## src/hw/rv_pkg.sv

```systemverilog
package rv_pkg;

  localparam int xlen       = 32;
  localparam int reg_addr_w = 5;
  localparam int imem_depth = 256;
  localparam int pc_w       = 8;   // word index into program memory

  // major opcodes kept by this core
  typedef enum logic [6:0] {
    op_reg     = 7'b0110011,
    op_imm     = 7'b0010011,
    op_lui     = 7'b0110111,
    op_auipc   = 7'b0010111,
    op_branch  = 7'b1100011,
    op_jal     = 7'b1101111,
    op_illegal = 7'b0000000
  } opcode_e;

  typedef enum logic [4:0] {
    alu_add,
    alu_sub,
    alu_sll,
    alu_slt,
    alu_sltu,
    alu_xor,
    alu_srl,
    alu_sra,
    alu_or,
    alu_and,
    alu_pass_b,   // lui
    alu_eq,       // branch compares from here on
    alu_ne,
    alu_lt,
    alu_ge,
    alu_ltu,
    alu_geu
  } alu_op_e;

  typedef enum logic [1:0] {
    fs_idle,
    fs_run,
    fs_drain
  } fetch_state_e;

  typedef struct packed {
    logic            valid;
    logic [pc_w-1:0] pc;
    logic [xlen-1:0] instr;
  } fetch_t;

  // ID/EX register contents
  typedef struct packed {
    logic                  valid;
    logic [pc_w-1:0]       pc;
    logic [reg_addr_w-1:0] rd;
    logic [reg_addr_w-1:0] rs1;
    logic [reg_addr_w-1:0] rs2;
    logic [xlen-1:0]       imm;
    alu_op_e               alu_op;
    logic                  b_is_imm;
    logic                  a_is_pc;
    logic                  is_branch;
    logic                  is_jal;
    logic                  writes_rd;
  } decoded_t;

  typedef struct packed {
    logic            valid;
    logic [pc_w-1:0] pc;
  } redirect_t;

  typedef struct packed {
    logic                  valid;
    logic [reg_addr_w-1:0] rd;
    logic [xlen-1:0]       data;
  } retire_t;

endpackage

```

## src/hw/execute_stage.sv

```systemverilog
module execute_stage (
  input  logic                    clk,
  input  logic                    rst,
  input  rv_pkg::decoded_t        dec_in,
  input  logic [rv_pkg::xlen-1:0] rs1_data,
  input  logic [rv_pkg::xlen-1:0] rs2_data,
  output rv_pkg::retire_t         wb,
  output rv_pkg::redirect_t       redirect,
  output logic                    busy
);
  import rv_pkg::*;

  logic [xlen-1:0]       fwd_a, fwd_b;
  logic [xlen-1:0]       op_a, op_b;
  logic [xlen-1:0]       pc_word;
  logic [xlen-1:0]       link;
  logic [xlen-1:0]       alu_res;
  logic                  cond;
  logic                  taken;
  logic                  wb_valid;
  logic [reg_addr_w-1:0] wb_rd;
  logic [xlen-1:0]       wb_data;

  assign pc_word = {{(xlen-pc_w){1'b0}}, dec_in.pc};
  assign link    = pc_word + 1'b1;

  // operands were read a cycle ago, so the instruction just ahead
  // is taken from the retire register
  always_comb
  begin
    if (wb.valid && (wb.rd == dec_in.rs1))
      fwd_a = wb.data;
    else
      fwd_a = rs1_data;
    if (wb.valid && (wb.rd == dec_in.rs2))
      fwd_b = wb.data;
    else
      fwd_b = rs2_data;
    op_a = dec_in.a_is_pc ? pc_word : fwd_a;
    op_b = dec_in.b_is_imm ? dec_in.imm : fwd_b;
  end

  always_comb
  begin
    alu_res = '0;
    cond    = 1'b0;
    case (dec_in.alu_op)
      alu_add:    alu_res = op_a + op_b;
      alu_sub:    alu_res = op_a - op_b;
      alu_sll:    alu_res = op_a << op_b[4:0];
      alu_slt:    alu_res = {{(xlen-1){1'b0}}, $signed(op_a) < $signed(op_b)};
      alu_sltu:   alu_res = {{(xlen-1){1'b0}}, op_a < op_b};
      alu_xor:    alu_res = op_a ^ op_b;
      alu_srl:    alu_res = op_a >> op_b[4:0];
      alu_sra:    alu_res = $unsigned($signed(op_a) >>> op_b[4:0]);
      alu_or:     alu_res = op_a | op_b;
      alu_and:    alu_res = op_a & op_b;
      alu_pass_b: alu_res = op_b;
      alu_eq:     cond = (op_a == op_b);
      alu_ne:     cond = (op_a != op_b);
      alu_lt:     cond = $signed(op_a) < $signed(op_b);   // strict less-than
      alu_ge:     cond = $signed(op_a) >= $signed(op_b);
      alu_ltu:    cond = op_a < op_b;
      alu_geu:    cond = op_a >= op_b;
      default:    alu_res = '0;
    endcase
  end

  // fetch predicts not taken, so any taken transfer redirects
  assign taken          = dec_in.is_jal | (dec_in.is_branch & cond);
  assign redirect.valid = dec_in.valid & taken;
  assign redirect.pc    = dec_in.pc + dec_in.imm[pc_w-1:0];

  always_ff @(posedge clk or posedge rst)
  begin
    if (rst)
      wb_valid <= 1'b0;
    else
      wb_valid <= dec_in.valid & dec_in.writes_rd & (dec_in.rd != '0);
  end

  always_ff @(posedge clk)
  begin
    wb_rd   <= dec_in.rd;
    wb_data <= dec_in.is_jal ? link : alu_res;   // jal links to pc+1
  end

  assign wb = '{valid: wb_valid, rd: wb_rd, data: wb_data};

  // last record still on its way out counts as work
  assign busy = dec_in.valid | wb_valid;

endmodule

```

## config.mk

```make
export PLATFORM = sky130hd
export DESIGN_NAME = execute_stage
export DESIGN_NICKNAME = d
export VERILOG_FILES = /design/src/hw/rv_pkg.sv /design/src/hw/execute_stage.sv
export SDC_FILE = /design/constraint.sdc
export NUM_CORES = 1
export LEC_CHECK = 0
export ABC_AREA = 0
export ABC_CLOCK_PERIOD_IN_PS = 4900
export BUFFER_PORTS_ARGS = -buffer_cell sky130_fd_sc_hd__clkbuf_2
export CORE_MARGIN = 5
export CORE_UTILIZATION = 35
export DETAILED_ROUTE_END_ITERATION = 10
export PLACE_DENSITY = 0.52
export SKIP_LAST_GASP = 1
export SLEW_MARGIN = 10
export SYNTH_ARGS = -nofsm -noshare
export SYNTH_HDL_FRONTEND = slang
export SYNTH_SLANG_ARGS = --single-unit
```

## constraint.sdc

```tcl
create_clock -name clk -period 4.9 [get_ports clk]
set_input_delay 0.245 -clock clk [delete_from_list [all_inputs] [get_ports clk]]
set_output_delay 0.245 -clock clk [all_outputs]
set_load 0.02 [all_outputs]
```

======== Word level (Yosys, flattened, before mapping) ========
Index checks and enable logic that the tools add are counted.
word-level totals
  flip-flop bits (word level) ............. 38
  output and inout bits ................... 48
  input bits .............................. 132
operators by class
  eq/ne operators ......................... 20
  bitwise operators ....................... 9
  $lt $le $gt $ge ......................... 4
  multiplexer cells ....................... 7
  reductions and logical operators ........ 4
  shift-type cells ........................ 3
  add/sub/neg operators ................... 4
operator list
  operator                                             number
  one-hot mux 32 bit (11 select lines)                 1
  2-to-1 mux 32 bit                                    5
  >= comparator 32 bit                                 2
  < comparator 32 bit                                  2
  equality test 5 x 4 -> 1 bit, second input constant  8
  adder 32 bit                                         1
  AND 32 bit                                           1
  equality test 32 bit                                 1
  != test 32 bit                                       1
  OR 32 bit                                            1
  left shift 32 x 5 -> 32 bit                          1
  >> shifter 32 x 5 -> 32 bit                          1
  >>> shifter 32 x 5 -> 32 bit                         1
  subtractor 32 bit                                    1
  bitwise XOR 32 bit                                   1
  equality test 5 x 3 -> 1 bit, second input constant  4
  equality test 5 x 2 -> 1 bit, second input constant  2
  equality test 5 bit                                  2
  adder 8 x 1 -> 9 bit, second input constant          1
  adder 8 bit                                          1
  one-hot mux 1 bit (6 select lines)                   1
  equality test 5 x 1 -> 1 bit, second input constant  1
  equality test 5 bit, second input constant           1
  logical NOT 5 bit                                    1
  4 further kinds                                      9

======== Logic depth before layout (Yosys ltp) ========
  word-level depth ........................ 9
  depth in mapped cells ................... 21

======== Worst setup path after synthesis ========
OpenSTA, ideal clock, no wires.
  kind .................................... reg2out
  start ................................... register wb_rd[0]
  end ..................................... output port redirect[8] (netlist bit)
  cell stages (with the launch flop) ...... 21
  slack ................................... -118 ps
  data arrival time ....................... 4773 ps
  cell sequence ........................... dfxtp_1 -> xnor2_1 -> nand2_1 -> nor2_2 -> buf_2 -> mux2i_1 -> nor2_1 -> a21oi_1 -> inv_1 -> ha_1 -> buf_2 -> nor4b_1 -> o21ai_1 -> a31oi_1 -> o22ai_1 -> o41ai_4 -> a221oi_2 -> o221ai_1 -> xnor2_1 -> a211oi_1 -> o311a_1
RTL lines
  element                 RTL line             text
  start, declared         execute_stage.sv:21  logic [reg_addr_w-1:0] wb_rd;
  start signal, assigned  execute_stage.sv:84  wb_rd <= dec_in.rd;
  end, declared           execute_stage.sv:8   output rv_pkg::redirect_t redirect,

==> qor.yml <==
setup_path:
  rrSetupSlack_ns: 0.06
  r2r_start: "wb_rd[1]"
  setup.worst_path.class: "reg -> out"
  timing.critical_path.max_delay_family: "simple AND/OR/NAND/NOR gates"
  worstSetupStartpointType: "flop"
  largest_fanout_of_any_net_on_the_critical_path: 14
  most_used_cell_along_the_critical_path: "buf_4"
  r2r-end: "wb_data[28]"
  path_cells: "xor2_1 > buf_4 > nor2_2 > buf_4 > buf_4 > nand3_1 > and2_1 > nor2_2 > ha_1 > buf_4 > nor2_2 > a2bb2oi_2 > a21oi_2 > nor3_2 > a221oi_2 > o221ai_1 > buf_4 > xnor2_4 > a211oi_2 > o311a_1 > buf_6"
  critical_path.startpoint: "wb_rd[0]"
  cp_num_cells: 21
  ff2ff_path_depth: 18
  worst_path_arrival_ns: 4.72
  critPathSlowestCell: "o311a_1"
  endpoint: "redirect[8]"
  timing.critical_path.buf_inv: 6
  crit_path_max_incr_delay_ns: 0.39
  worst-endpoint-required_ns: 4.66
  worst_setup_path_end_kind: "output pin"
logic_synthesis:
  yosys_warnings: 0
  post_synth_inst_count: 1895
  async_reset_ff_share_pct: 2.63
  adder_cell_area_share_of_the_yosys_netlist_pct: 11.0
  synthesized_area_per_cell_um2: 6.58
  synth.area.mux_share_pct: 8.58
  synth_compound_gate_area_share_pct: 39.9
  yosys.area_share.xor_xnor_pct: 2.46
  yosysUniqueCellTypes: 101
  synth_top_family_by_area: "compound AO/OA/AOI/OAI gates"
  synth_simple_gate_area_share_pct: 23.5
  number_of_register_bits_inferred_by_synthesis: 38
  postSynth.topFlopCell: "dfxtp_1"
  ys_seq_area_share_pct: 6.14
  synth_edf_count: 0
  synth_area_um2: 12500
  mappedNetlistNets: 2135
timing:
  max_slew.worst_pin.slew_ns: 0.992
  worst_slew_margin_rel_pct: 33.7
  final.setup_skew_ns: 0.00377
  setup_ws_ns: -0.0684
  setup_viol_count_final: 1
  final_period_minus_worst_setup_slack_ns: 4.97
  timing_hold_violations_final: 0
  final_max_slew_viol_count: 0
  max_clock_freq_ghz: 0.201
  unrepaired_setup_endpoints_after_global_routing: "true"
  min_period_over_period_pct: 101
power_and_ir_drop:
  p_seq_share_pct: 12.9
  power_leakage_uw: 0.00668
  switching_power_uw: 1480
  combinationalPowerShare_pct: 71.5
  netSwitchingFraction_pct: 53.9
  power.ir.vdd_worst_uv: 167
  power_density_nw_per_um2: 175
  power_frac_clock_pct: 15.6
  internal_power_uw: 1270
global_routing:
  grt.met3_usage_pct: 12.0
  grtUsageMet2_pct: 53.4
  grt_max_degree: 74
  global_route.overflow_total: 0
  grt_pass1_vias: 16300
  globalRoute.busiestLayer: "met2"
  grt_usage_pct: 37.2
  grt.met1_usage_pct: 51.7
  grt_antenna_before_repair: 3
  grt_pass1_wl_um: 110000
routing:
  drt_pass1_iterations: 6
  routed_wire_length_per_instance_um: 29.3
  drc: 0
  detail_route.wirelength_um: 77100
  via_count: 17400
  drt-vias-per-instance: 6.63
  drtAntennaViolNets: 0
  drt_iter0_markers: 2465
final_layout:
  postLayoutCoreUtil_pct: 44.3
  layout_commonest_cell: "buf_4"
  antenna-diode-count: 0
  nNetsFinal: 2407
  layout_common_cells: "buf_4 (221), nand2_1 (193), clkbuf_2 (178)"
  flow.area_growth_from_synthesis_pct: 25.9
  stdcell_count: 2629
  post_route_cells_drive_above_1_share_pct: 24.6
cts:
  cts_sink_count: 38
  clk_pin_slew_ns: 0.07
  total_clock_buffers_created_by_cts: 5
  clock_tree.buffer_depth: 2
  clk_lat_worst_skew_ns: 0.32
  cts_root_buf: "clkbuf_16"
  cts.htree.levels: 2
  cts_tree: "done"
min_path:
  min_path_type: "in -> reg"
outcome:
  run_status: "finished with violations"
  failed_checks: "setup timing"
die:
  die_width_um: 199
  initial_utilization_pct: 35.2
  num_rows: 69
  dieHeight_um: 199
  core_um2: 35400
  design.die.area_um2: 39500
  design.portCount: 180
placement:
  last_weighted_congestion_value_of_the_routability_driven_placer: 1.06
  post-place-ws_ns: -0.0431
  numPortBuffers: 179
  dp_hpwl_um: 62100
  numPlacedInstances: 2600
run:
  count_of_maximum_capacitance_violations: 0
==> cells by family after synthesis <==
logic type	after synthesis
fa+ha+maj	108
buf+inv	252
xor+xnor	35
flops	38
mux	104
compound gates	732
simple gates	626
==> metrics by stage <==
step	hold slack, ns	TNS, ns	instance area, um^2	total power, uW
2_1_floorplan	-0.0263	0	12500	1410
3_3_place_gp	0.0655	0	14900	2160
3_5_place_dp	0.0706	-0.0431	14900	2170
4_1_cts	0.0367	0	15500	2630
5_1_grt	0.0492	-0.276	15700	2850
6_report	0.0394	-0.0684	15700	2750
==> worst min-delay path by stage <==
stage	startpoint	end	slack (ns)	depth (start not counted)
CTS	dec_in[55]	wb_rd[3]	0.04	1
global route	dec_in[55]	wb_rd[3]	0.05	1
floorplan	rst	wb_valid	-0.03	1
global placement	rst	wb_valid	0.07	2
finish	dec_in[55]	wb_rd[3]	0.04	1
detailed placement	rst	wb_valid	0.07	2
==> power groups by stage <==
stage | sequential [uW] | clock (uW) | combinational, uW
global placement | 358 | 0 | 1810
global route | 355 | 429 | 2060
detailed placement | 358 | 0 | 1810
floorplan | 364 | 0 | 1050
CTS | 352 | 424 | 1860
finish | 355 | 430 | 1970
==> cells in the mapped netlist (all sizes together) (15+ instances only) <==
master | count | area [um^2]
a22oi | 29 | 218
a31oi | 29 | 181
mux2i | 93 | 935
o31ai | 20 | 183
o21ai | 161 | 806
a21o | 16 | 120
ha | 105 | 1310
o211ai | 43 | 323
a21oi | 157 | 790
o221ai | 24 | 210
nor4 | 15 | 100
nor2 | 185 | 707
xnor2 | 28 | 245
clkbuf | 72 | 270
a221oi | 31 | 284
inv | 106 | 398
dfxtp | 37 | 741
a211oi | 42 | 315
nand3 | 75 | 375
buf | 74 | 380
nand2 | 196 | 741
o22ai | 34 | 213
nand4 | 16 | 121
o21bai | 20 | 154
nor3 | 43 | 226
and2 | 20 | 125
==> layout make-up <==
class	instances	area (um^2)
Inverter	106	398
Sequential cell	38	773
Tap cell	461	577
Fill cell	3820	19700
Clock buffer	6	129
Multi-Input combinational cell	1605	11000
Clock inverter	2	37.5
Timing Repair Buffer	411	2740
==> worst register-to-register path, stage by stage, from the launching register on <==
cell,delay (ns)
dfxtp_4,0.39
xnor2_4,0.15
buf_4,0.14
nand4_4,0.15
bufbuf_16,0.32
o21ai_1,0.09
a21oi_1,0.63
ha_1,0.39
and4b_1,0.31
and4_1,0.22
nand4_1,0.17
a211o_1,0.34
and3_1,0.24
o31ai_2,0.38
nand3_1,0.12
o31ai_1,0.11
buf_4,0.20
a32oi_1,0.08
a21oi_1,0.30
==> flip-flops by register name, indices dropped and copies added, names as in the netlist <==
register / flops
wb_valid: 1
wb_rd: 5
wb_data: 32
==> metal layers <==
metal / vias up / wire length [um]
li1: 7676 / -
met2: 1238 / 30900
met4: 6 / 3510
met5: - / 41
met1: 8323 / 32300
met3: 191 / 10300
==> repair_timing <==
| item | CTS | global route |
|---|---|---|
| hold endpoints to repair | 1 | 0 |
| setup endpoints to repair | 2 | 9 |
| gates resized for setup | 64 | 45 |
| gates cloned | 1 | 0 |
| pin swaps | 17 | 25 |
| buffers inserted | 11 | 8 |
| hold buffers | 1 | 0 |
Power figures use the tool's default switching activity.
