--- config.mk ---
export PLATFORM = sky130hd
export DESIGN_NAME = decode_stage
export DESIGN_NICKNAME = d
export VERILOG_FILES = /design/src/hw/rv_pkg.sv /design/src/hw/decode_stage.sv /design/src/hw/reg_bank.sv
export SDC_FILE = /design/constraint.sdc
export NUM_CORES = 2
export LEC_CHECK = 0
export BUFFER_PORTS_ARGS = -buffer_cell sky130_fd_sc_hd__buf_2
export CAP_MARGIN = 20
export CORE_MARGIN = 8
export CORE_UTILIZATION = 40
export CTS_BUF_LIST = sky130_fd_sc_hd__clkbuf_8
export DETAILED_ROUTE_END_ITERATION = 16
export SYNTH_ARGS = -nofsm -noshare
export SYNTH_HDL_FRONTEND = slang
export SYNTH_SLANG_ARGS = --single-unit
--- constraint.sdc ---
create_clock -name clk -period 29.1 [get_ports clk]
set_input_delay 0 -clock clk [delete_from_list [all_inputs] [get_ports clk]]
set_output_delay 0 -clock clk [all_outputs]
set_load 0.005 [all_outputs]
--- src/hw/rv_pkg.sv ---
package rv_pkg;

  localparam int xlen       = 32;
  localparam int reg_addr_w = 5;
  localparam int imem_depth = 256;
  localparam int pc_w       = 8;   // word index into program memory

  // major opcodes kept by this core
  typedef enum logic [6:0] {
    op_reg     = 7'b0110011,
    op_imm     = 7'b0010011,
    op_lui     = 7'b0110111,
    op_auipc   = 7'b0010111,
    op_branch  = 7'b1100011,
    op_jal     = 7'b1101111,
    op_illegal = 7'b0000000
  } opcode_e;

  typedef enum logic [4:0] {
    alu_add,
    alu_sub,
    alu_sll,
    alu_slt,
    alu_sltu,
    alu_xor,
    alu_srl,
    alu_sra,
    alu_or,
    alu_and,
    alu_pass_b,   // lui
    alu_eq,       // branch compares from here on
    alu_ne,
    alu_lt,
    alu_ge,
    alu_ltu,
    alu_geu
  } alu_op_e;

  typedef enum logic [1:0] {
    fs_idle,
    fs_run,
    fs_drain
  } fetch_state_e;

  typedef struct packed {
    logic            valid;
    logic [pc_w-1:0] pc;
    logic [xlen-1:0] instr;
  } fetch_t;

  // ID/EX register contents
  typedef struct packed {
    logic                  valid;
    logic [pc_w-1:0]       pc;
    logic [reg_addr_w-1:0] rd;
    logic [reg_addr_w-1:0] rs1;
    logic [reg_addr_w-1:0] rs2;
    logic [xlen-1:0]       imm;
    alu_op_e               alu_op;
    logic                  b_is_imm;
    logic                  a_is_pc;
    logic                  is_branch;
    logic                  is_jal;
    logic                  writes_rd;
  } decoded_t;

  typedef struct packed {
    logic            valid;
    logic [pc_w-1:0] pc;
  } redirect_t;

  typedef struct packed {
    logic                  valid;
    logic [reg_addr_w-1:0] rd;
    logic [xlen-1:0]       data;
  } retire_t;

endpackage

--- src/hw/decode_stage.sv ---
module decode_stage (
  input  logic                    clk,
  input  logic                    rst,
  input  rv_pkg::fetch_t          fetch_in,
  input  logic                    flush,
  input  rv_pkg::retire_t         wb,
  output rv_pkg::decoded_t        dec_out,
  output logic [rv_pkg::xlen-1:0] rs1_data,
  output logic [rv_pkg::xlen-1:0] rs2_data
);
  import rv_pkg::*;

  logic [xlen-1:0] instr;
  logic [2:0]      funct3;
  opcode_e         opc;
  alu_op_e         alu_sel;
  alu_op_e         br_sel;
  logic            br_ok;
  logic [xlen-1:0] imm_i, imm_u, imm_b, imm_j;
  logic [xlen-1:0] bank_rs1, bank_rs2;
  decoded_t        dec_d, dec_q;
  logic            dec_valid;

  assign instr  = fetch_in.instr;
  assign funct3 = instr[14:12];

  // b and j use the encoded offset field as a word count
  assign imm_i = {{20{instr[31]}}, instr[31:20]};
  assign imm_u = {instr[31:12], 12'b0};
  assign imm_b = {{21{instr[31]}}, instr[7], instr[30:25], instr[11:8]};
  assign imm_j = {{12{instr[31]}}, instr[31], instr[19:12], instr[20], instr[30:21]};

  reg_bank u_regs (
    .clk      (clk),
    .rst      (rst),
    .rs1      (instr[19:15]),
    .rs2      (instr[24:20]),
    .wb       (wb),
    .rs1_data (bank_rs1),
    .rs2_data (bank_rs2)
  );

  always_comb
  begin
    case (instr[6:0])
      op_reg:    opc = op_reg;
      op_imm:    opc = op_imm;
      op_lui:    opc = op_lui;
      op_auipc:  opc = op_auipc;
      op_branch: opc = op_branch;
      op_jal:    opc = op_jal;
      default:   opc = op_illegal;
    endcase

    case (funct3)
      3'b000:  alu_sel = (opc == op_reg && instr[30]) ? alu_sub : alu_add;
      3'b001:  alu_sel = alu_sll;
      3'b010:  alu_sel = alu_slt;
      3'b011:  alu_sel = alu_sltu;
      3'b100:  alu_sel = alu_xor;
      3'b101:  alu_sel = instr[30] ? alu_sra : alu_srl;
      3'b110:  alu_sel = alu_or;
      default: alu_sel = alu_and;
    endcase

    br_ok = 1'b1;
    case (funct3)
      3'b000:  br_sel = alu_eq;
      3'b001:  br_sel = alu_ne;
      3'b100:  br_sel = alu_lt;
      3'b101:  br_sel = alu_ge;
      3'b110:  br_sel = alu_ltu;
      3'b111:  br_sel = alu_geu;
      default:
      begin
        br_sel = alu_eq;
        br_ok  = 1'b0;   // funct3 010/011 is not a branch
      end
    endcase
  end

  always_comb
  begin
    dec_d       = '0;
    dec_d.valid = fetch_in.valid & ~flush;
    dec_d.pc    = fetch_in.pc;
    dec_d.rd    = instr[11:7];
    dec_d.rs1   = instr[19:15];
    dec_d.rs2   = instr[24:20];
    case (opc)
      op_reg:
      begin
        dec_d.alu_op    = alu_sel;
        dec_d.writes_rd = 1'b1;
      end
      op_imm:
      begin
        dec_d.alu_op    = alu_sel;
        dec_d.imm       = imm_i;
        dec_d.b_is_imm  = 1'b1;
        dec_d.writes_rd = 1'b1;
      end
      op_lui, op_auipc:
      begin
        dec_d.alu_op    = (opc == op_lui) ? alu_pass_b : alu_add;
        dec_d.a_is_pc   = (opc == op_auipc);
        dec_d.imm       = imm_u;
        dec_d.b_is_imm  = 1'b1;
        dec_d.writes_rd = 1'b1;
      end
      op_branch:
      begin
        dec_d.alu_op    = br_sel;
        dec_d.imm       = imm_b;
        dec_d.is_branch = br_ok;
      end
      op_jal:
      begin
        dec_d.imm       = imm_j;
        dec_d.is_jal    = 1'b1;
        dec_d.writes_rd = 1'b1;
      end
      default: ;   // illegal passes through as a bubble
    endcase
  end

  always_ff @(posedge clk or posedge rst)
  begin
    if (rst)
      dec_valid <= 1'b0;
    else
      dec_valid <= dec_d.valid;
  end

  always_ff @(posedge clk)
  begin
    dec_q    <= dec_d;
    rs1_data <= bank_rs1;
    rs2_data <= bank_rs2;
  end

  always_comb
  begin
    dec_out       = dec_q;
    dec_out.valid = dec_valid;
  end

endmodule

--- src/hw/reg_bank.sv ---
module reg_bank (
  input  logic                          clk,
  input  logic                          rst,
  input  logic [rv_pkg::reg_addr_w-1:0] rs1,
  input  logic [rv_pkg::reg_addr_w-1:0] rs2,
  input  rv_pkg::retire_t               wb,
  output logic [rv_pkg::xlen-1:0]       rs1_data,
  output logic [rv_pkg::xlen-1:0]       rs2_data
);
  import rv_pkg::*;

  logic [xlen-1:0] regs [2**reg_addr_w];

  // x0 reads zero, then retire record, then the array
  function automatic logic [xlen-1:0] read_port(input logic [reg_addr_w-1:0] idx);
    logic [xlen-1:0] val;
    if (idx == '0)
      val = '0;
    else if (wb.valid && (wb.rd == idx))
      val = wb.data;   // written this cycle, not yet in the array
    else
      val = regs[idx];
    return val;
  endfunction

  always_comb
  begin
    rs1_data = read_port(rs1);
    rs2_data = read_port(rs2);
  end

  // architectural state starts at zero
  always_ff @(posedge clk or posedge rst)
  begin
    if (rst)
    begin
      for (int i = 0; i < 2**reg_addr_w; i++)
        regs[i] <= '0;
    end
    else if (wb.valid && (wb.rd != '0))
    begin
      regs[wb.rd] <= wb.data;
    end
  end

endmodule

* Word level (Yosys, flattened, before mapping)
Index checks and enable logic that the tools add are counted.
** Word-level totals
- Bits in registers :: 1154
- Input port bits :: 82
- Logic and storage cells :: 113
** Operators by class
- $lt $le $gt $ge :: 4
- Eq/ne operators :: 21
- Mux-type cells :: 23
- Bitwise logic cells :: 5
- Reduce and logical (&&, ||, !) cells :: 14
** Operators by type and width (number)
- $bwmux 1024 :: 1
- $bmux 32 s5 :: 2
- $mux 32 :: 7
- $demux 32 s5 :: 1
- $pmux 32 s4 :: 1
- $pmux 7 s6 :: 1
- $eq 7x5->1 const B :: 4
- $eq 7x6->1 const B :: 4
- $eq 7x7->1 const B :: 4
- $pmux 4 s7 :: 1
- $pmux 5 s5 :: 1
- $ge 6x6->1 const B :: 3
- $not 5->6 :: 3
- $pmux 5 s3 :: 1
- $eq 3x3->1 const B :: 4
- $eq 5x5->1 :: 2
- $logic_not 5->1 :: 2
- $eq 3x2->1 const B :: 2
- $lt 6x1->1 const B :: 1
- $mux 1 :: 6
- $reduce_or 6->1 :: 1
- $logic_and 1x1->1 :: 5
- $reduce_bool 5->1 :: 1
- $reduce_or 5->1 :: 1
- 7 further kinds :: 8

* Logic depth before layout (Yosys ltp)
- Word-level depth :: 7
- Mapped depth :: 10

* Hierarchy
A second synthesis with hierarchy kept.
** Unflattened totals
- Cells, all modules :: 4143
- Area, all modules :: 58865.2 µm²
** By module, submodules not included
- reg_bank :: instances 1, cells each 3911, area an instance 55520.7 µm²
- decode_stage :: instances 1, cells each 232, area an instance 3344.5 µm²

* Worst setup path before layout
OpenSTA, ideal clock, no wires.
- Kind :: in2reg
- From :: input fetch_in[22] (netlist bit)
- To :: register rs2_data[0] (netlist bit)
- Data arrival time :: 1.711 ns
- Required time :: 28.983 ns
- Slack :: 27.272 ns
- Cell stages on the path :: 8
- Path buffers :: 3
- Cell sequence :: buf_2 buf_2 clkbuf_1 mux4_2 a22o_1 a2111oi_0 a21oi_1 a22o_1
** Between the ends
- Cells in the longest elaborated chain, start to end :: 5
- Elaborated cells on any way between the ends :: 8
- Those cells by class :: 1 x eq/ne; 4 x mux; 1 x bitwise; 2 x reduce/logical
** Ends and longest elaborated chain
- start: declaration :: line decode_stage.sv:4 : input rv_pkg::fetch_t fetch_in,
- $not 5->6 (implied by the code) :: line reg_bank.sv:22 : val = regs[idx];
- $bmux 32 s5 :: line reg_bank.sv:22
- $mux 32 (implied by the code) (2 in series) :: line reg_bank.sv:22
- $mux 32 :: line reg_bank.sv:19 : else if (wb.valid && (wb.rd == idx))
- end signal: assignment :: line decode_stage.sv:139 : rs2_data <= bank_rs2;
- end: declaration :: line decode_stage.sv:9 : output logic [rv_pkg::xlen-1:0] rs2_data
Several ways; a longest one is shown, not always the timed one. The select of a mux whose other input is x is not followed.
A chain may end at the register's enable or synchronous reset.

* Worst setup path after layout
- From :: input fetch_in[20] (netlist bit)
- To :: register rs2_data[13] (netlist bit)
The elaborated chain is that of the path after synthesis.

==> insert_results.sql <==
INSERT INTO impl_metrics (metric_group, metric, value, unit) VALUES
('final_layout', 'final_layout_size_suffix_gt1_frac', '0.471', ''),
('placement', 'pre_cts_ws', '24.61', 'ns'),
('logic_synthesis', 'post_synth_num_cell_types', '53', ''),
('worst_setup_path', 'critPathCaptureType', 'flip-flop', ''),
('logic_synthesis', 'synthTopCellsByArea', 'dfrtp_1 44%, mux2_2 20%, mux4_2 14%', ''),
('logic_synthesis', 'synth_area', '57800', 'sq um'),
('route', 'drt_first_pass_iters', '5', ''),
('route', 'drc', '0', ''),
('logic_synthesis', 'ys_ff_latch', '1154', ''),
('final_layout', 'flow.area_growth_from_synthesis', '14.0', '%'),
('final_layout', 'mostFrequentLayoutCell', 'mux2_2', ''),
('timing', 'final-hold-violation-count', '0', ''),
('logic_synthesis', 'synthArstFlopShare', '0.888', ''),
('grt', 'grt_overflow_total', '0', ''),
('min_path', 'hold_start', 'fetch_in[20]', ''),
('route', 'detailedRoute.firstIterationViolations', '3044', ''),
('min_path', 'hold_end', 'dec_out[42]$_DFF_P_', ''),
('placement', 'detailedPlacementHpwl', '109000', 'microns'),
('timing', 'rsz_0062_raised_after_global_routing', 'false', ''),
('logic_synthesis', 'yosysWarnings', '0', ''),
('min_path', 'whs_path_depth', '2', ''),
('clock_tree', 'insertion_delay', '0.94', 'ns'),
('placement', 'gp_congestion', '0.801', ''),
('route', 'avgRoutedWirePerCell', '30.5', 'microns'),
('worst_setup_path', 'worstPathRequired', '29.92', 'ns'),
('timing', 'finClkSkew', '0.0562', 'ns'),
('timing', 'pins_over_their_slew_limit', '0', ''),
('route', 'wirelength', '191000', 'microns'),
('final_layout', 'mostFrequentLayoutCells', '1039 x mux2_2, 1025 x dfrtp_1, 368 x mux4_2', ''),
('clock_tree', 'cts-hold-fix-buffers', '141', ''),
('timing', 'max_clock_freq', '219', 'MHz'),
('clock_tree', 'cts_tree', 'yes', ''),
('final_layout', 'layout.cells.non_filler', '6266', ''),
('clock_tree', 'clock_sinks', '1154', ''),
('timing', 'final_period_minus_worst_setup_slack', '4.57', 'ns'),
('die', 'floorplan.die.height', '396', 'microns'),
('timing', 'postLayoutSetupSlackWorst', '24.53', 'ns'),
('clock_tree', 'cts-root-to-sink-buffers', '3', ''),
('final_layout', 'layout.core_utilization', '0.459', ''),
('logic_synthesis', 'synthDominantAreaCellType', 'dfrtp_1', ''),
('grt', 'grt_antenna_before_repair', '10', ''),
('pwr', 'total_power', '0.00447', 'W'),
('worst_setup_path', 'timing.setup.critical_path_class', 'input port to flip-flop', ''),
('pwr', 'irDropWorstVdd', '31.9', 'uV'),
('logic_synthesis', 'dominantRegCellSynth', 'dfrtp_1', ''),
('pwr', 'cellLeakagePower', '29.1', 'nW'),
('clock_tree', 'clock_tree.root_cell', 'clkbuf_8', ''),
('logic_synthesis', 'postSynthNetCount', '4084', ''),
('timing', 'finalSetupTns', '0', 'ns'),
('status', 'run_status', 'complete, no violations', ''),
('clock_tree', 'cts_setup_buffers', '0', ''),
('clock_tree', 'cts-resized-gates', '0', ''),
('logic_synthesis', 'gate_count_after_technology_mapping', '4002', ''),
('pwr', 'power-per-cell-area', '67.8', 'nW/um^2'),
('grt', 'grt_pass1_vias', '40100', ''),
('worst_setup_path', 'critical_path_arrival', '5.39', 'ns'),
('worst_setup_path', 'crit-reg2reg-launch', 'u_regs.regs[525]$_DFFE_PP0P_', ''),
('die', 'core', '144000', 'sq um'),
('route', 'vias_per_cell', '6.16', ''),
('final_layout', 'fin_nets', '4265', ''),
('timing', 'tightest_slew', '1.10', 'ns'),
('final_layout', 'layout.filler_cells', '12900', ''),
('die', 'full_die_area', '157000', 'sq um'),
('grt', 'grt_first_pass_wirelength', '281000', 'microns'),
('die', 'design.portCount', '212', ''),
('worst_setup_path', 'crit_path_max_fanout', '100', ''),
('timing', 'final_min_period_over_clock_period', '0.157', ''),
('clock_tree', 'tritoncts.num_buffers', '199', ''),
('logic_synthesis', 'synth-edff-count', '0', ''),
('grt', 'maximum_number_of_pins_on_one_net_before_global_route_repair', '175', ''),
('placement', 'port-buffer-count', '211', '');
[worst max path at each step]
stage | startpoint | endpoint | slack [ns] | depth (start not counted)
6_report | fetch_in[20] | rs2_data[13]$_SDFF_PN0_ | 24.53 | 11
5_1_grt | fetch_in[20] | rs2_data[13]$_SDFF_PN0_ | 24.23 | 11
4_1_cts | fetch_in[20] | rs2_data[13]$_SDFF_PN0_ | 24.51 | 11
3_5_place_dp | fetch_in[20] | rs2_data[23]$_SDFF_PN0_ | 24.61 | 9
3_3_place_gp | fetch_in[20] | rs2_data[13]$_SDFF_PN0_ | 24.54 | 9
2_1_floorplan | rst | dec_valid$_DFF_PP0_ | 0.26 | 1
[synth_stat cells, drive strengths merged, types with 5 or more instances]
master and number:
a2111oi 43, a211oi 11, a21o 13, a21oi 135, a221o 22, a222oi 5
a22o 92, a22oi 71, a32o 20, buf 157, clkbuf 301, dfrtp 1025
dfxtp 129, inv 12, mux2 1039, mux2i 259, mux4 368, nand2 50
nand2b 5, nand3 6, nand3b 9, nor2 28, nor2b 8, nor3 15
o21ai 18, o221ai 60, o22ai 60, xnor2 5
[final cells by class]
type                            instances  area, sq um  area share
Antenna cell                            5         12.5    0.000190
Clock buffer                          249         3430      0.0520
Clock inverter                        127          774      0.0117
Inverter                               12         52.6    0.000797
Multi-Input combinational cell       2378        27800       0.421
Sequential cell                      1154        28200       0.428
Tap cell                             1903         2380      0.0361
Timing Repair Buffer                  438         3260      0.0495
[where the power goes]
group          internal (W)  leakage (nW)  switching [W]
clock network      0.000816          2.49       0.000721
logic              0.000494          12.4       0.000338
registers           0.00189          14.2       0.000211
[registers in the layout (all words and copies together) (netlist names)]
register / flops
u_regs.regs: 1024
dec_out: 65
rs1_data: 32
dec_valid: 1
rs2_data: 32
[routing by layer]
metal | up-vias | GRT usage | share of wire
li1 | 15900 | - | -
met1 | 20700 | 0.314 | 0.41
met2 | 1668 | 0.390 | 0.47
met3 | 441 | 0.0462 | 0.072
met4 | 2 | 0.0979 | 0.042
met5 | - | 0 | 0.000063
[worst max-delay path, cell delays in order]
cell and delay, ns:
dlygate4sd3_1 0.56, buf_8 0.41, buf_4 0.69, buf_12 0.60, buf_4 0.78, mux4_2 0.59
a22o_1 0.24, a2111oi_0 0.46, a21oi_1 0.09, a22o_1 0.19, dlygate4sd3_1 0.54
[kinds of logic after synthesis]
group | share of synthesized area
multiplexers | 0.390
AO/OA/AOI/OAI | 0.0720
AND/OR/NAND/NOR | 0.0125
buffers and inverters | 0.0357
flip-flops | 0.488
XOR/XNOR | 0.00121
[metrics by stage]
step                      hold slack, ns  area (sq um)
after floorplan                   0.0277         57800
after detailed placement          0.0847         60300
after global placement            0.0860         60300
final                             0.0277         65900
after CTS                        0.00267         65900
after global routing              0.0365         65900
Power figures use the tool's default switching activity.
